### config.mk
export PLATFORM = sky130hd
export DESIGN_NAME = fetch_top
export DESIGN_NICKNAME = d
export VERILOG_FILES = /design/src/hdl/fetch_pkg.sv /design/src/hdl/fetch_ctrl_if.sv /design/src/hdl/ibus_if.sv /design/src/hdl/fetch_top.sv /design/src/hdl/fetch_stage.sv /design/src/hdl/fetch_unit.sv /design/src/hdl/branch_predictor.sv
export VERILOG_INCLUDE_DIRS = /design/src /design/src/include
export SDC_FILE = /design/constraint.sdc
export NUM_CORES = 1
export LEC_CHECK = 0
export BUFFER_PORTS_ARGS = -buffer_cell sky130_fd_sc_hd__buf_2
export CORE_MARGIN = 1
export CORE_UTILIZATION = 52
export CTS_CLUSTER_DIAMETER = 200
export CTS_CLUSTER_SIZE = 40
export DETAILED_ROUTE_END_ITERATION = 6
export PLACE_DENSITY = 0.92
export SLEW_MARGIN = 40
export SYNTH_ARGS = -nofsm -noshare
export SYNTH_HDL_FRONTEND = slang
export SYNTH_SLANG_ARGS = --single-unit
### constraint.sdc
create_clock -name CLK -period 3.8 [get_ports CLK]
set_clock_uncertainty 0.15 [all_clocks]
set_input_delay 0.76 -clock CLK [delete_from_list [all_inputs] [get_ports CLK]]
set_output_delay 0.76 -clock CLK [all_outputs]
set_load 0.005 [all_outputs]
### src/include/fetch_consts.svh
/* Compile-time constants of the fetch stage. The bus byte order is fixed per build
   and the bus always returns whole 32-bit words from word-aligned addresses */
`ifndef FETCH_CONSTS_SVH
`define FETCH_CONSTS_SVH

// Address of the first fetch after reset
`define FETCH_RESET_PC 32'h0000_1000

// Width of the data path and of one instruction
`define FETCH_XLEN 32

// Bus byte order
// 1 means a little-endian bus, so read data is byte swapped
// 0 means a big-endian bus, read data passes as is
`define FETCH_BUS_LITTLE 1'b1

`endif
### src/hdl/fetch_pkg.sv
/* Shared types of the fetch stage. Only the RV32I base opcodes are listed,
   compressed formats are not covered */
`include "fetch_consts.svh"

package fetch_pkg;

    // One data path word
    typedef logic [`FETCH_XLEN-1:0] word_t;

    // RV32I major opcodes
    typedef enum logic [6:0] {
        LUI     = 7'b0110111,
        AUIPC   = 7'b0010111,
        JAL     = 7'b1101111,
        JALR    = 7'b1100111,
        BRANCH  = 7'b1100011,
        LOAD    = 7'b0000011,
        STORE   = 7'b0100011,
        IMMED   = 7'b0010011,
        REGREG  = 7'b0110011,
        MISCMEM = 7'b0001111,
        SYSTEM  = 7'b1110011
    } opcode_t;

    // Conditional branch layout
    typedef struct packed {
        logic       imm12;
        logic [5:0] imm10_05;
        logic [4:0] rs2;
        logic [4:0] rs1;
        logic [2:0] funct3;
        logic [3:0] imm04_01;
        logic       imm11;
        opcode_t    opcode;
    } sbtype_t;

    // JAL layout
    typedef struct packed {
        logic       imm20;
        logic [9:0] imm10_01;
        logic       imm11;
        logic [7:0] imm19_12;
        logic [4:0] rd;
        opcode_t    opcode;
    } ujtype_t;

    // Fetch/execute pipeline register
    typedef struct packed {
        logic  valid;
        word_t instr;
        word_t pc;
        word_t pc4;
        logic  prediction;
        word_t predicted_address;
        logic  mal_insn;
        logic  fault_insn;
        word_t fault_addr;
    } fetch_ex_t;

endpackage

### src/hdl/fetch_ctrl_if.sv
/* Pipeline controls into the fetch stage and its status back out.
   A redirect only lands on an edge where the PC advances */
`timescale 1ns/1ps

interface fetch_ctrl_if;
    import fetch_pkg::*;

    // Back-pressure from execute, freezes PC and fetch/execute register
    logic  stall;
    // Loads a bubble unless stalled
    logic  flush;
    // Overrides any prediction
    logic  redirect;
    word_t redirect_addr;

    // Fetch still waiting on the bus
    logic  busy_f;
    // Current PC
    word_t pc_f;

    // Driver of the controls
    modport ctrl (
        output stall,
        output flush,
        output redirect,
        output redirect_addr,
        input  busy_f,
        input  pc_f
    );

    // Fetch stage end
    modport stage (
        input  stall,
        input  flush,
        input  redirect,
        input  redirect_addr,
        output busy_f,
        output pc_f
    );

endinterface

### src/hdl/ibus_if.sv
/* Level-based instruction read bus. addr must hold while ren is high
   and a read completes in the cycle busy is low */
`timescale 1ns/1ps

interface ibus_if;
    import fetch_pkg::*;

    // Request side
    word_t addr;
    logic  ren;

    // Response side
    // rdata and error only count while busy is low
    word_t rdata;
    logic  busy;
    logic  error;

    // Fetch unit end
    modport cpu (
        output addr,
        output ren,
        input  rdata,
        input  busy,
        input  error
    );

    // Memory end
    modport mem (
        input  addr,
        input  ren,
        output rdata,
        output busy,
        output error
    );

endinterface

### src/hdl/fetch_top.sv
/* Fetch stage with flat ports for the instruction memory, the pipeline
   controls and the execute side. No logic of its own */
`timescale 1ns/1ps

module fetch_top (
    input  logic             CLK,
    input  logic             nRST,

    // Instruction memory
    output fetch_pkg::word_t imem_addr,
    output logic             imem_ren,
    input  fetch_pkg::word_t imem_rdata,
    input  logic             imem_busy,
    input  logic             imem_error,

    // Pipeline controls
    input  logic             stall,
    input  logic             flush,
    input  logic             redirect,
    input  fetch_pkg::word_t redirect_addr,

    // Status
    output logic             fetch_busy,
    output fetch_pkg::word_t fetch_pc,

    // Execute side
    output logic             ex_valid,
    output fetch_pkg::word_t ex_instr,
    output fetch_pkg::word_t ex_pc,
    output fetch_pkg::word_t ex_pc4,
    output logic             ex_pred,
    output fetch_pkg::word_t ex_pred_addr,
    output logic             ex_mal,
    output logic             ex_fault,
    output fetch_pkg::word_t ex_fault_addr
);
    import fetch_pkg::*;

    fetch_ex_t ex_reg;

    ibus_if       bus_if ();
    fetch_ctrl_if ctrl_if ();

    // Memory side of the bus
    assign imem_addr     = bus_if.addr;
    assign imem_ren      = bus_if.ren;
    assign bus_if.rdata  = imem_rdata;
    assign bus_if.busy   = imem_busy;
    assign bus_if.error  = imem_error;

    // Controls in, status out
    assign ctrl_if.stall         = stall;
    assign ctrl_if.flush         = flush;
    assign ctrl_if.redirect      = redirect;
    assign ctrl_if.redirect_addr = redirect_addr;
    assign fetch_busy            = ctrl_if.busy_f;
    assign fetch_pc              = ctrl_if.pc_f;

    fetch_stage u_stage (
        .CLK,
        .nRST,
        .ctrl(ctrl_if.stage),
        .bus(bus_if.cpu),
        .ex_reg
    );

    // Unpack the fetch/execute register
    assign ex_valid      = ex_reg.valid;
    assign ex_instr      = ex_reg.instr;
    assign ex_pc         = ex_reg.pc;
    assign ex_pc4        = ex_reg.pc4;
    assign ex_pred       = ex_reg.prediction;
    assign ex_pred_addr  = ex_reg.predicted_address;
    assign ex_mal        = ex_reg.mal_insn;
    assign ex_fault      = ex_reg.fault_insn;
    assign ex_fault_addr = ex_reg.fault_addr;

endmodule

### src/hdl/fetch_stage.sv
/* PC register, next-PC select and fetch/execute register. A fetch completing
   in a redirect cycle is still recorded, the caller must flush it */
`timescale 1ns/1ps
`include "fetch_consts.svh"

module fetch_stage (
    input  logic                CLK,
    input  logic                nRST,
    fetch_ctrl_if.stage         ctrl,
    ibus_if.cpu                 bus,
    output fetch_pkg::fetch_ex_t ex_reg
);
    import fetch_pkg::*;

    word_t     pc;
    word_t     pc4;
    word_t     npc;
    word_t     instr_f;
    word_t     target_addr;
    logic      ireq;
    logic      insn_ready;
    logic      insn_fault;
    logic      mal_addr;
    logic      predict_taken;
    logic      use_pred;
    logic      pc_en;
    logic      squash;
    fetch_ex_t entry;

    // Always fetching, the request holds through a stall
    assign ireq = 1'b1;

    fetch_unit u_fetch (
        .CLK,
        .nRST,
        .ireq,
        .pc,
        .insn_ready,
        .insn_fault,
        .mal_addr,
        .insn_out(instr_f),
        .bus
    );

    branch_predictor u_pred (
        .instr(instr_f),
        .pc,
        .predict_taken,
        .target_addr
    );

    // No compressed instructions
    assign pc4 = pc + 32'd4;

    // Read data is only meaningful on a clean completed fetch
    assign use_pred = predict_taken && insn_ready && !insn_fault && !mal_addr;

    // Redirect beats prediction beats PC+4
    assign npc = ctrl.redirect ? ctrl.redirect_addr :
                 use_pred      ? target_addr       :
                                 pc4;

    // Advance once the current fetch is done and execute can take it
    assign pc_en = insn_ready && !ctrl.stall;

    always_ff @(posedge CLK, negedge nRST) begin
        if (!nRST) begin
            pc <= `FETCH_RESET_PC;
        end else if (pc_en) begin
            pc <= npc;
        end
    end

    // Faulting entries stay valid so execute can raise the exception
    assign squash = mal_addr || insn_fault;

    always_comb begin
        entry                   = '0;
        entry.valid             = 1'b1;
        entry.instr             = squash ? '0 : instr_f;
        entry.pc                = pc;
        entry.pc4               = pc4;
        entry.prediction        = use_pred;
        entry.predicted_address = target_addr;
        entry.mal_insn          = mal_addr;
        entry.fault_insn        = insn_fault;
        // Word fetches, so the faulting address is the PC itself
        entry.fault_addr        = pc;
    end

    // Stall holds everything, flush under stall is dropped
    always_ff @(posedge CLK, negedge nRST) begin
        if (!nRST) begin
            ex_reg <= '0;
        end else if (!ctrl.stall) begin
            if (ctrl.flush || !insn_ready) begin
                // Bubble
                ex_reg <= '0;
            end else begin
                ex_reg <= entry;
            end
        end
    end

    // Status for the hazard logic
    assign ctrl.busy_f = !insn_ready;
    assign ctrl.pc_f   = pc;

endmodule

### src/hdl/fetch_unit.sv
/* Issues one word read per PC over ibus_if, no request on a misaligned PC.
   Byte swap of read data is chosen by `FETCH_BUS_LITTLE at compile time */
`timescale 1ns/1ps
`include "fetch_consts.svh"

module fetch_unit (
    input  logic             CLK,
    input  logic             nRST,
    input  logic             ireq,
    input  fetch_pkg::word_t pc,
    output logic             insn_ready,
    output logic             insn_fault,
    output logic             mal_addr,
    output fetch_pkg::word_t insn_out,
    ibus_if.cpu              bus
);
    import fetch_pkg::*;

    word_t rdata_swapped;
    logic  read_done;
    logic  req_pending;

    // Only 4-byte alignment, no compressed instructions
    assign mal_addr = |pc[1:0];

    // Request stays up as long as the PC is aligned and a fetch is wanted
    assign bus.ren  = ireq && !mal_addr;
    assign bus.addr = pc;

    // Bus read finished this cycle
    assign read_done = bus.ren && !bus.busy;

    // A misaligned PC completes at once with no bus traffic
    assign insn_ready = mal_addr || read_done;
    assign insn_fault = read_done && bus.error;

    // Reverse byte lanes of the read word
    for (genvar i = 0; i < `FETCH_XLEN / 8; i++) begin : g_byte
        assign rdata_swapped[8*i +: 8] = bus.rdata[`FETCH_XLEN-8-8*i +: 8];
    end

    // Pick byte order for this build
    if (`FETCH_BUS_LITTLE) begin : g_little
        assign insn_out = rdata_swapped;
    end else begin : g_big
        assign insn_out = bus.rdata;
    end

    // Read still outstanding at the last edge
    // Address must not move while this is set and ren is high
    always_ff @(posedge CLK, negedge nRST) begin
        if (!nRST) begin
            req_pending <= 1'b0;
        end else begin
            req_pending <= bus.ren && bus.busy;
        end
    end

endmodule

### src/hdl/branch_predictor.sv
/* Static predictor, backward branches and JAL taken, everything else not taken.
   Purely combinational, JALR targets are never predicted */
`timescale 1ns/1ps

module branch_predictor (
    input  fetch_pkg::word_t instr,
    input  fetch_pkg::word_t pc,
    output logic             predict_taken,
    output fetch_pkg::word_t target_addr
);
    import fetch_pkg::*;

    sbtype_t instr_sb;
    ujtype_t instr_uj;
    word_t   imm_sb;
    word_t   imm_uj;

    // Same bits seen through both formats
    assign instr_sb = sbtype_t'(instr);
    assign instr_uj = ujtype_t'(instr);

    // B-type immediate, bit 0 always zero
    assign imm_sb = {{19{instr_sb.imm12}}, instr_sb.imm12, instr_sb.imm11,
                     instr_sb.imm10_05, instr_sb.imm04_01, 1'b0};

    // J-type immediate, bit 0 always zero
    assign imm_uj = {{11{instr_uj.imm20}}, instr_uj.imm20, instr_uj.imm19_12,
                     instr_uj.imm11, instr_uj.imm10_01, 1'b0};

    always_comb begin
        case (instr_sb.opcode)
            BRANCH: begin
                // Negative offset means a loop back edge
                predict_taken = instr_sb.imm12;
                target_addr   = pc + imm_sb;
            end
            JAL: begin
                // Unconditional and PC-relative
                predict_taken = 1'b1;
                target_addr   = pc + imm_uj;
            end
            default: begin
                // JALR needs rs1, so no target here
                predict_taken = 1'b0;
                target_addr   = pc + imm_sb;
            end
        endcase
    end

endmodule

# After elaboration in Yosys (flattened, before gate mapping)
# Index checks and enable logic that the tools add are counted.
[word_totals] regBits=196 input_bits=71 output_inout_bits=230 word_cells=36
[op_classes] addsub=3 eq_ne=2 mux=6 n_reduce_logical=15
[op_table] cell="164-bit 2-to-1 mux" count=1
[op_table] cell="32-bit 2-to-1 mux" count=4
[op_table] cell="32-bit adder" count=2
[op_table] cell="32-bit by 3-bit adder with 32-bit output, second input constant" count=1
[op_table] cell="7-bit equality test, second input constant" count=2
[op_table] cell="1-bit logical AND" count=6
[op_table] cell="1-bit logical NOT" count=5
[op_table] cell="1-bit logical OR" count=3
[op_table] cell="1-bit case mux with 2 select lines" count=1
[op_table] cell="2-bit OR reduction" count=1

# Longest topological paths before layout
# Gate-level depths: netlist of the first run.
[logic_depth] word_depth=9 depth_mapped=17 ltp_nobuf=15

# Cells and area by module
# Synthesis of the first run repeated with hierarchy kept, for this count alone.
[unflattened] hier_cells=1009 area_unflattened_um2=9806.9
[modules_own_cells] module="fetch_stage" n_inst=1 cells_each=704 area_per_inst_um2=7500.9 seq_area_each_um2=4055.1
[modules_own_cells] module="branch_predictor" n_inst=1 cells_each=235 area_per_inst_um2=1791.7 seq_area_each_um2=0.0
[modules_own_cells] module="fetch_unit" n_inst=1 cells_each=70 area_per_inst_um2=514.2 seq_area_each_um2=0.0

# Worst setup path before layout of the first run
# OpenSTA, ideal clock, no wires.
[synth_path] path_type="input -> register" start="input port imem_rdata[29]" end="register u_stage.pc[31] (netlist: u_stage.ctrl.pc_f[31])" t_arrival_ns=4.089 t_required_ns=3.573 setup_slack_ns=-0.516 path_stages=15 path_buffers=1 cell_sequence="nor2b_1 nand4_1 nor2_1 clkbuf_1 mux2_2 fa_1 a211o_1 a311oi_1 or4_4 a21oi_2 o21ba_2 o21ai_1 nand3_2 a31o_1 a21oi_1"
[synth_between] elab_chain_len=7 elab_cells_between_ends=9 classes_between="2 x eq/ne; 4 x mux; 3 x reduce/logical"
[synth_lines] element="from (decl)" line="fetch_top.sv:12" source="input fetch_pkg::word_t imem_rdata,"
[synth_lines] element="7-bit equality test" line="branch_predictor.sv:31" source="case (instr_sb.opcode)"
[synth_lines] element="1-bit case mux with 2 select lines" line="branch_predictor.sv:31"
[synth_lines] element="1-bit logical AND (3 in series)" line="fetch_stage.sv:56" source="assign use_pred = predict_taken && insn_ready && !insn_fault && !mal_addr;"
[synth_lines] element="32-bit 2-to-1 mux (*)" line="fetch_stage.sv:60" source="use_pred ? target_addr :"
[synth_lines] element="32-bit 2-to-1 mux (*)" line="fetch_stage.sv:59" source="assign npc = ctrl.redirect ? ctrl.redirect_addr :"
[synth_lines] element="to (signal assigned)" line="fetch_stage.sv:68" source="pc <= `FETCH_RESET_PC;"
[synth_lines] element="to (signal assigned)" line="fetch_stage.sv:70" source="pc <= npc;"
[synth_lines] element="to (decl)" line="fetch_stage.sv:15" source="word_t pc;"
# Mark *: on every way between the ends. The rest lies on a longest branch, timed or not.
# A chain may end at the register's enable or synchronous reset.

# Worst setup path in the final report of the first run
[layout_path] start="input port imem_rdata[29]" end="register u_stage.pc[28] (netlist: u_stage.ctrl.pc_f[28])"
# Same word-level chain as after synthesis.

==> results of run 1 <==
worst max-delay path by stage:
stage / start / endpoint / slack (ns) / cells after the start
3_5_place_dp: imem_rdata[28] / u_stage.ex_reg[63]$_DFFE_PN0N_ / -0.40 / 16
5_1_grt: imem_rdata[28] / u_stage.ex_reg[59]$_DFFE_PN0N_ / -0.16 / 16
3_3_place_gp: imem_rdata[28] / u_stage.ex_reg[63]$_DFFE_PN0N_ / -0.33 / 16
2_1_floorplan: imem_rdata[29] / u_stage.ctrl.pc_f[31]$_DFFE_PN0P_ / -0.009 / 15
4_1_cts: imem_rdata[29] / u_stage.ctrl.pc_f[28]$_DFFE_PN0P_ / 0.02 / 18
6_report: imem_rdata[29] / u_stage.ctrl.pc_f[28]$_DFFE_PN0P_ / -0.03 / 20
power groups by stage:
stage	clock network [mW]	logic [mW]	registers, mW
2_1_floorplan	0	1.50	2.33
3_5_place_dp	0	2.39	2.41
3_3_place_gp	0	2.34	2.40
4_1_cts	1.82	2.42	2.38
6_report	1.80	2.55	2.40
5_1_grt	1.89	2.77	2.43
cells in the mapped netlist (all sizes together), types with 3 or more instances:
cell type	count
nand2	97
nand2b	3
or3	6
o31ai	3
xor2	30
mux2	7
dfrtp	160
o211ai	7
nor2	39
o21bai	6
clkbuf	43
nand3	32
xnor2	26
ha	34
a211o	3
o22ai	5
nand4	8
o21a	3
a21o	29
and4	5
or2	3
a211oi	6
o21ai	92
nor3	4
buf	85
mux2i	6
a31o	3
and3	11
inv	6
a21oi	54
o221ai	3
nor2b	6
and2	7
a22o	89
a221o	4
through the flow:
step,hold slack (ns),TNS [ns]
after CTS,0.245,0
after floorplan,0.314,-0.0129
final,0.211,-0.0411
after detailed placement,0.318,-10.99
after global routing,0.278,-1.75
after global placement,0.311,-8.20
timing repair:
action | CTS | global route
setup endpoints to repair | 1 | 26
setup buffers | 0 | 5
gates resized for setup | 1 | 40
pin swaps | 0 | 36
placed cells by master (no fill, tap or decap), drive strengths merged, types with 3 or more instances in the layout:
cell / count
xor2: 30
mux2: 7
a31o: 3
o31ai: 3
a221o: 4
and3: 11
a21o: 29
o21ai: 92
o211ai: 7
and4: 5
nor2: 39
or2: 3
a211oi: 6
or3: 6
xnor2: 26
mux2i: 6
nand3: 32
and2: 7
nand4: 8
a211o: 3
a22o: 89
bufinv: 3
o221ai: 3
inv: 11
nor3: 4
o22ai: 5
clkbuf: 17
buf: 384
o21a: 3
clkinv: 3
nand2: 97
a21oi: 54
nand2b: 3
nor2b: 6
ha: 34
dfrtp: 160
clkinvlp: 4
o21bai: 6
area by class of cell:
class | instances | area [um2]
inverters | 6 | 22.5
clock buffers | 17 | 425
diodes | 1 | 2.50
fillers | 1327 | 5550
clock inverters | 15 | 183
well taps | 225 | 282
repair buffers | 384 | 2210
flip-flops and latches | 161 | 4030
multi-input cells | 657 | 4710
critical path: cells and delay by family:
family	cells	cell delay (ns)
AOI/OAI and AO/OA	8	1.55
adders and majority gates	1	0.19
buffers and inverters	5	0.61
muxes	1	0.19
and+or+nand+nor	5	0.72
layer usage:
layer / track usage [%] / wire length [um]
met5: 0 / 0
met3: 6.56 / 2600
met2: 53.9 / 15000
met4: 16.7 / 1290
met1: 41.7 / 11900
kinds of logic (layout without fill, tap and decap cells):
kind of cell	Yosys count	after routing
compound gates	321	321
simple gates	232	232
flops	161	161
buf+inv	135	422
xor+xnor	56	56
fa+ha+maj	35	35
mux	13	13
other cells	0	1
==> results.yml, run 1 <==
setup_path:
  r2r.worst_path.cells: 10
  timing.rr.start: "u_stage.ctrl.pc_f[7]$_DFFE_PN0P_"
  critPathMaxStageDelay_ns: 0.37
  critPathSlowestCell: "a221o_1"
  required_ns: 3.99
  crit_chain: "buf_6 -> nor2b_4 -> nand4_1 -> nor2_4 -> buf_4 -> buf_4 -> nor2b_2 -> buf_4 -> a21o_1 -> ha_1 -> a21o_1 -> a21o_1 -> a21oi_2 -> o21ai_0 -> a221o_1 -> a21oi_4 -> buf_4 -> mux2i_1 -> a21oi_1 -> nor2_1"
  start_kind: "input pin"
  crit_arrival_ns: 4.02
  crit_fanout: 6
  crit_path_end_kind: "register"
  crit_top_cell: "buf_4"
  r2r-end: "u_stage.ctrl.pc_f[28]$_DFFE_PN0P_"
  r2r_setup_slack_ns: 0.50
  worstSetupPathType: "input pin to register"
power_and_ir_drop:
  pwr-share-seq_pct: 35.5
  vdd_ir_drop_max_uv: 369
  internal_power_mw: 4.28
  leakage_nw: 6.08
  power.total_mw: 6.75
  clockPowerShare_pct: 26.7
  p_comb_share_pct: 37.8
  switching_share_pct: 36.6
  p_switching_mw: 2.47
  power_density_nw_per_um2: 569
placement:
  dp_cells: 1427
  place_area_um2: 11000
  dpl.hpwl_um: 22000
  dpl_worst_slack_ns: -0.402
  gp_congestion: 0.953
  port-buffer-count: 300
floorplan:
  io_pins: 301
  row_count: 48
  core_um2: 17400
  dieHeight_um: 136
  dieWidth_um: 136
  die-area_um2: 18500
  initial_utilization_pct: 53.6
clock_network:
  cts_root_buf: "clkbuf_16"
  cts_tree: "done"
  clk_pin_slew_ns: 0.07
  clockBufferDepth: 2
  cts.sinks: 161
  clk_latency_ns: 0.44
  cts_hold_buffers: 0
  cts_made_buffers: 17
  htree_levels: 4
logic_synthesis:
  syn_inst: 953
  yosysSeqAreaShare_pct: 43.1
  synth_top_family_by_area: "compound AO/OA/AOI/OAI gates"
  synth_ff_type: "dfrtp_1"
  synth_area_leader_cell: "dfrtp_1"
  synthAdderAreaFrac_pct: 4.77
  syn-cell-area_um2: 9340
  ys_types: 75
  synth_top_area_share_pct: 42.8
  yosys-mux-area-fraction_pct: 1.49
  synthSimpleGateAreaFrac_pct: 12.7
  async_flop_share_pct: 100
  synthXorXnorAreaFrac_pct: 5.25
  synth_compound_area_share_pct: 23.7
  avgSynthCellArea_um2: 9.80
  yosys-top-cells-area: "dfrtp_1 (43%), a22o_1 (8.3%), buf_4 (5.4%)"
  synth_warnings: 0
  synth_edf_count: 0
  syn-num-nets: 1059
  ys_seq_elements: 161
sta:
  fmax_mhz: 261
  hold_violations: 0
  rsz0062_at_grt: "yes"
  fin_crit_ns: 3.83
  maxSlewHeadroom_pct: 49.9
  drv_slew: 0
  worstMarginPinSlew_ns: 0.751
  setup_ws_ns: -0.0320
  setup_viol: 2
  fin_crit_sh_pct: 101
cells_and_area:
  num-nets-final: 1333
  largest_reg_flops: 129
  instances_no_fill: 1466
  post-route-util_pct: 68.1
  area_growth_pct: 27.0
  fin_area_um2: 11900
  layout-drive-gt1-share_pct: 39.2
route:
  wl_per_cell_um: 21.0
  drc: 0
  ant_nets: 0
  viasPerCell: 6.11
  drtIter0Drc: 887
  drt-total-wl_um: 30800
  dr.pass1.iters: 5
  vias: 8950
status:
  status: "finished with violations"
  violations: "negative setup slack"
grt:
  grt_pass1_vias: 8619
  grt_pass1_wl_um: 46700
  grt_antenna_before_repair: 1
  groute.usage.overall_pct: 33.1
  gr-total-overflow: 0
  grt_max_degree: 83
job:
  drv_cap: 0
min_path:
  holdCritPathClass: "input pin to async pin"
No activity file was read; power rests on OpenSTA's default activity.
==> run 2: changes to the inputs <==
Settings changed: CORE_UTILIZATION 52 to 40, PLACE_DENSITY 0.92 to 0.76.
==> results.yml, run 2 (synthesis results as in run 1) <==
sta:
  setup_viol: 1
  timing.setup.tns_ns: -0.0352
  hold_violations: 0
  rsz0062_at_grt: "yes"
  fin_crit_ns: 3.84
  fmax_mhz: 261
  worstMarginPinSlew_ns: 0.745
  fin_crit_sh_pct: 101
  setup_ws_ns: -0.0352
  drv_slew: 0
  maxSlewHeadroom_pct: 50.2
route:
  drc: 0
  drtIter0Drc: 730
  dr.pass1.iters: 6
  drt-total-wl_um: 31100
  viasPerCell: 5.53
  ant_nets: 0
  wl_per_cell_um: 20.0
  vias: 8601
grt:
  grt_max_degree: 91
  groute.usage.overall_pct: 25.8
  grt_antenna_before_repair: 2
  grt_pass1_wl_um: 47200
  gr-total-overflow: 0
  grt_pass1_vias: 8267
cells_and_area:
  area_growth_pct: 28.5
  final_cell_mix: "buf_2 (296), dfrtp_1 (160), nand2_1 (96)"
  largest_reg_flops: 129
  fillCellCount: 2049
  layout-drive-gt1-share_pct: 39.5
  final_common_cell: "buf_2"
  num-nets-final: 1333
power_and_ir_drop:
  power_density_nw_per_um2: 565
  leakage_nw: 6.10
  vdd_ir_drop_max_uv: 289
  power.total_mw: 6.79
job:
  drv_cap: 0
clock_network:
  cts_hold_buffers: 0
  htree_levels: 4
  cts.sinks: 161
  clockBufferDepth: 2
  clk_latency_ns: 0.43
  cts_made_buffers: 17
  cts_root_buf: "clkbuf_16"
  cts_tree: "done"
  clk_pin_slew_ns: 0.07
placement:
  dpl.hpwl_um: 22300
  gp_congestion: 0.916
  port-buffer-count: 300
floorplan:
  dieWidth_um: 155
  row_count: 55
  io_pins: 301
  dieHeight_um: 155
  core_um2: 22800
  die-area_um2: 24000
  initial_utilization_pct: 41.0
status:
  violations: "negative setup slack"
  status: "finished with violations"
setup_path:
  crit_fanout: 3
  start_kind: "input pin"
  crit_arrival_ns: 4.04
  crit_path_end_kind: "register"
  worstSetupPathType: "input pin to register"
  required_ns: 4.01
min_path:
  holdCritPathClass: "input pin to async pin"
[run 2: cell count changes in the layout (fill, tap and decap cells not counted), moves of 2 or more]
| cell | change |
|---|---|
| clkinvlp_4 | -3 |
| o21ai_1 | -2 |
| xor2_1 | +2 |
| o21ai_0 | +3 |
| inv_8 | +3 |
| xor2_2 | -2 |
| clkbuf_8 | +2 |
| clkinv_2 | -2 |
[run 2: cell type report]
type	instances	area, um2	share of cell area (%)
diodes	2	5.00	0.0417
clock inverters	13	163	1.35
inverters	6	22.5	0.188
clock buffers	19	443	3.69
repair buffers	384	2200	18.3
flip-flops and latches	161	4030	33.6
multi-input cells	657	4750	39.6
well taps	313	392	3.26
[run 2: repair_timing]
action                                 CTS  global route
setup endpoints to repair                0            31
buffers inserted                         0             4
resized for setup                        0            41
endpoints found under the hold margin    0             0
[run 2: final timing paths]
path / start / end / slack [ns] / cells after the start
max: imem_rdata[28] / u_stage.ctrl.pc_f[31]$_DFFE_PN0P_ / -0.04 / 16
min: nRST / u_stage.ex_reg[33]$_DFFE_PN0N_ / 0.21 / 1
max reg2reg: u_stage.ctrl.pc_f[1]$_DFFE_PN0P_ / u_stage.ctrl.pc_f[31]$_DFFE_PN0P_ / 0.58 / 11
min reg2reg: u_stage.ex_reg[163]$_DFFE_PN0N_ / u_stage.ex_reg[163]$_DFFE_PN0N_ / 0.33 / 2
max in group asynchronous: nRST / u_stage.ctrl.pc_f[12]$_DFFE_PN1P_ / 2.28 / 2
min in group CLK: u_stage.ex_reg[163]$_DFFE_PN0N_ / u_stage.ex_reg[163]$_DFFE_PN0N_ / 0.33 / 2
[run 2: report_power, final]
group          internal, mW  leakage, nW  switching, mW  total, mW
Combinational          1.25         3.70           1.32       2.57
Clock                  1.01        0.295          0.819       1.83
Sequential             2.01         2.11          0.377       2.38
Total                  4.27         6.10           2.52       6.79
[run 2: metrics by stage]
step	setup slack, ns	instances	hold WS [ns]	instance area, um2	util (%)
after floorplan	-0.00855	953	0.314	9420	-
after global placement	-0.394	1517	0.313	11200	49.0
after detailed placement	-0.455	1517	0.314	11200	49.0
after CTS	0.00155	1549	0.236	11800	51.6
after global routing	-0.143	1555	0.254	12000	52.7
final	-0.0352	1555	0.210	12000	52.7
[run 2: critical path, stage by stage]
cell and delay (ns):
buf_8 0.10, nor2b_4 0.09, nand4_1 0.19, nor2_4 0.20, mux2_4 0.33, ha_4 0.17
fa_2 0.33, a211o_1 0.35, a311oi_4 0.35, or4_4 0.21, a21oi_4 0.07, o21ba_2 0.23
o21ai_2 0.15, nand3_2 0.13, a31o_1 0.24, a21oi_1 0.14
[run 2: metal layers]
| layer | global-route usage, % | up-vias | part of all wire, % |
|---|---|---|---|
| li1 | - | 3941 | - |
| met1 | 33.3 | 4244 | 43 |
| met2 | 43.2 | 365 | 49 |
| met3 | 4.71 | 51 | 5.9 |
| met4 | 9.76 | 0 | 2.5 |
| met5 | 0 | - | 0 |
==> run 3: changes to the inputs <==
Settings changed: ABC_AREA set to 1, PLACE_DENSITY 0.76 to 0.75.
==> results.yml, run 3 <==
status:
  status: "finished, final reports clean"
setup_path:
  start_kind: "input pin"
  crit_path_end_kind: "register"
  required_ns: 3.98
  crit_start: "imem_rdata[28]"
  timing.rr.start: "u_stage.ctrl.pc_f[2]$_DFFE_PN0P_"
  r2r_setup_slack_ns: 1.16
  crit_fanout: 19
  crit_arrival_ns: 3.49
  worstSetupPathType: "input pin to register"
power_and_ir_drop:
  power_density_nw_per_um2: 514
  vdd_ir_drop_max_uv: 210
  leakage_nw: 6.88
clock_network:
  clk_latency_ns: 0.44
  post_cts_buffers: 0
  cts.repair.resized: 0
  cts.sinks: 161
  cts_tree: "done"
  cts_made_buffers: 17
  htree_levels: 4
  clk_pin_slew_ns: 0.07
  clockBufferDepth: 2
  cts_root_buf: "clkbuf_16"
  cts_hold_buffers: 0
logic_synthesis:
  synthAdderAreaFrac_pct: 4.34
  synth_top_area_share_pct: 39.0
  syn_inst: 1404
  synth_edf_count: 0
  synth_warnings: 0
  async_flop_share_pct: 100
  synthSimpleGateAreaFrac_pct: 26.9
  synth_commonest_cells: "nand2_1 (436), inv_1 (193), dfrtp_1 (160), o21ai_0 (111), nor2_1 (94)"
  synth_area_leader_cell: "dfrtp_1"
  yosys-mux-area-fraction_pct: 0
  yosysSeqAreaShare_pct: 39.3
  synth_compound_area_share_pct: 12.4
  avgSynthCellArea_um2: 7.30
  synth.most_common_cell: "nand2_1"
  yosys-top-cells-area: "dfrtp_1 (39%), nand2_1 (16%), inv_1 (7.1%)"
  syn-cell-area_um2: 10300
  syn-num-nets: 1510
  synth_ff_type: "dfrtp_1"
  ys_types: 43
  synth_top_family_by_area: "simple AND/OR/NAND/NOR gates"
  synthXorXnorAreaFrac_pct: 2.82
  ys_seq_elements: 161
sta:
  worstMarginPinSlew_ns: 0.771
  setup_viol: 0
  fin_crit_sh_pct: 86.9
  drv_slew: 0
  fin_crit_ns: 3.30
  fmax_mhz: 303
  hold_violations: 0
  setup_ws_ns: 0.497
  maxSlewHeadroom_pct: 48.6
  rsz0062_at_grt: "no"
  timing.setup.tns_ns: 0
route:
  vias: 10200
  ant_nets: 0
  viasPerCell: 5.17
  dr.pass1.iters: 6
  wl_per_cell_um: 18.4
  drtIter0Drc: 940
  drt-total-wl_um: 36200
  drc: 0
floorplan:
  row_count: 58
  initial_utilization_pct: 40.7
  core_um2: 25200
  die-area_um2: 26300
  dieHeight_um: 162
  dieWidth_um: 162
  io_pins: 301
cells_and_area:
  layout-drive-gt1-share_pct: 22.9
  area_growth_pct: 18.4
  largest_reg_flops: 129
  final_common_cell: "nand2_1"
  multi_input_area_um2: 4770
  num-nets-final: 1733
  final_cell_mix: "nand2_1 (436), buf_2 (298), inv_1 (193)"
  area.sequential_um2: 4030
  fillCellCount: 2514
grt:
  grt_pass1_wl_um: 54300
  grt_antenna_before_repair: 1
  grt_pass1_vias: 9461
  grt_util_met3_pct: 4.39
  grt_use_met2_pct: 44.4
  grt_max_degree: 77
  busiest_layer: "met2"
  gr-total-overflow: 0
  groute.usage.overall_pct: 27.5
  grt_util_met1_pct: 36.7
min_path:
  holdCritPathClass: "input pin to async pin"
job:
  drv_cap: 0
placement:
  dpl.hpwl_um: 28100
  port-buffer-count: 300
  dpl_worst_slack_ns: 0.0897
  gp_congestion: 0.975
## run 3: logic make-up after synthesis
| logic type | count (synthesis) |
|---|---|
| buf+inv | 303 |
| flops | 161 |
| simple gates | 653 |
| compound gates | 219 |
| xor+xnor | 33 |
| fa+ha+maj | 35 |
## run 3: per-stage QoR
| step | utilization (%) | hold WS (ns) | power (mW) | cells | area (um2) |
|---|---|---|---|---|---|
| floorplan | - | 0.314 | 3.68 | 1404 | 10300 |
| CTS | 48.2 | 0.223 | 6.22 | 1969 | 12100 |
| global placement | 46.0 | 0.314 | 4.52 | 1938 | 11600 |
| detailed placement | 46.0 | 0.313 | 4.55 | 1938 | 11600 |
| global route | 48.2 | 0.240 | 6.60 | 1970 | 12100 |
| finish | 48.2 | 0.190 | 6.24 | 1970 | 12100 |
## run 3: cell type report
type | count | share of cell area [%]
Antenna cell | 1 | 0.0206
Clock buffer | 21 | 3.71
Clock inverter | 10 | 0.866
Inverter | 195 | 6.03
Multi-Input combinational cell | 940 | 39.3
Sequential cell | 161 | 33.2
Tap cell | 330 | 3.40
Timing Repair Buffer | 312 | 13.5
## run 3: power by group
group	internal [mW]	switching, mW	total (mW)
Sequential	1.99	0.379	2.37
Clock	0.925	0.759	1.68
Combinational	0.830	1.36	2.18
## run 3: final timing paths
check / to / depth (start not counted)
max in group asynchronous: u_stage.ex_reg[133]$_DFFE_PN0N_ / 2
min in group CLK: u_stage.ex_reg[64]$_DFFE_PN0N_ / 2
setup / recovery: u_stage.ctrl.pc_f[29]$_DFFE_PN0P_ / 17
hold reg to reg: u_stage.ex_reg[64]$_DFFE_PN0N_ / 2
setup reg to reg: u_stage.ctrl.pc_f[22]$_DFFE_PN0P_ / 11
hold / removal: u_stage.ex_reg[156]$_DFFE_PN0N_ / 1
## run 3: layer usage
metal / wire, um / vias to the layer above / part of all wire [%]
met4: 1240 / 0 / 3.4
met1: 15500 / 4806 / 43
met3: 2660 / 76 / 7.3
met2: 16900 / 469 / 47
li1: - / 4825 / -
met5: 0 / - / 0
## run 3: critical path, stage by stage
cell	delay, ns
buf_2	0.09
inv_1	0.07
nand3_2	0.08
nor2_4	0.13
nand2_2	0.23
o21ai_0	0.41
ha_1	0.35
nand2_1	0.20
inv_1	0.06
a21oi_1	0.26
nand3_1	0.24
nand2_1	0.16
nand3_1	0.11
nand3_1	0.14
nand3_1	0.08
nand2_1	0.07
inv_1	0.04
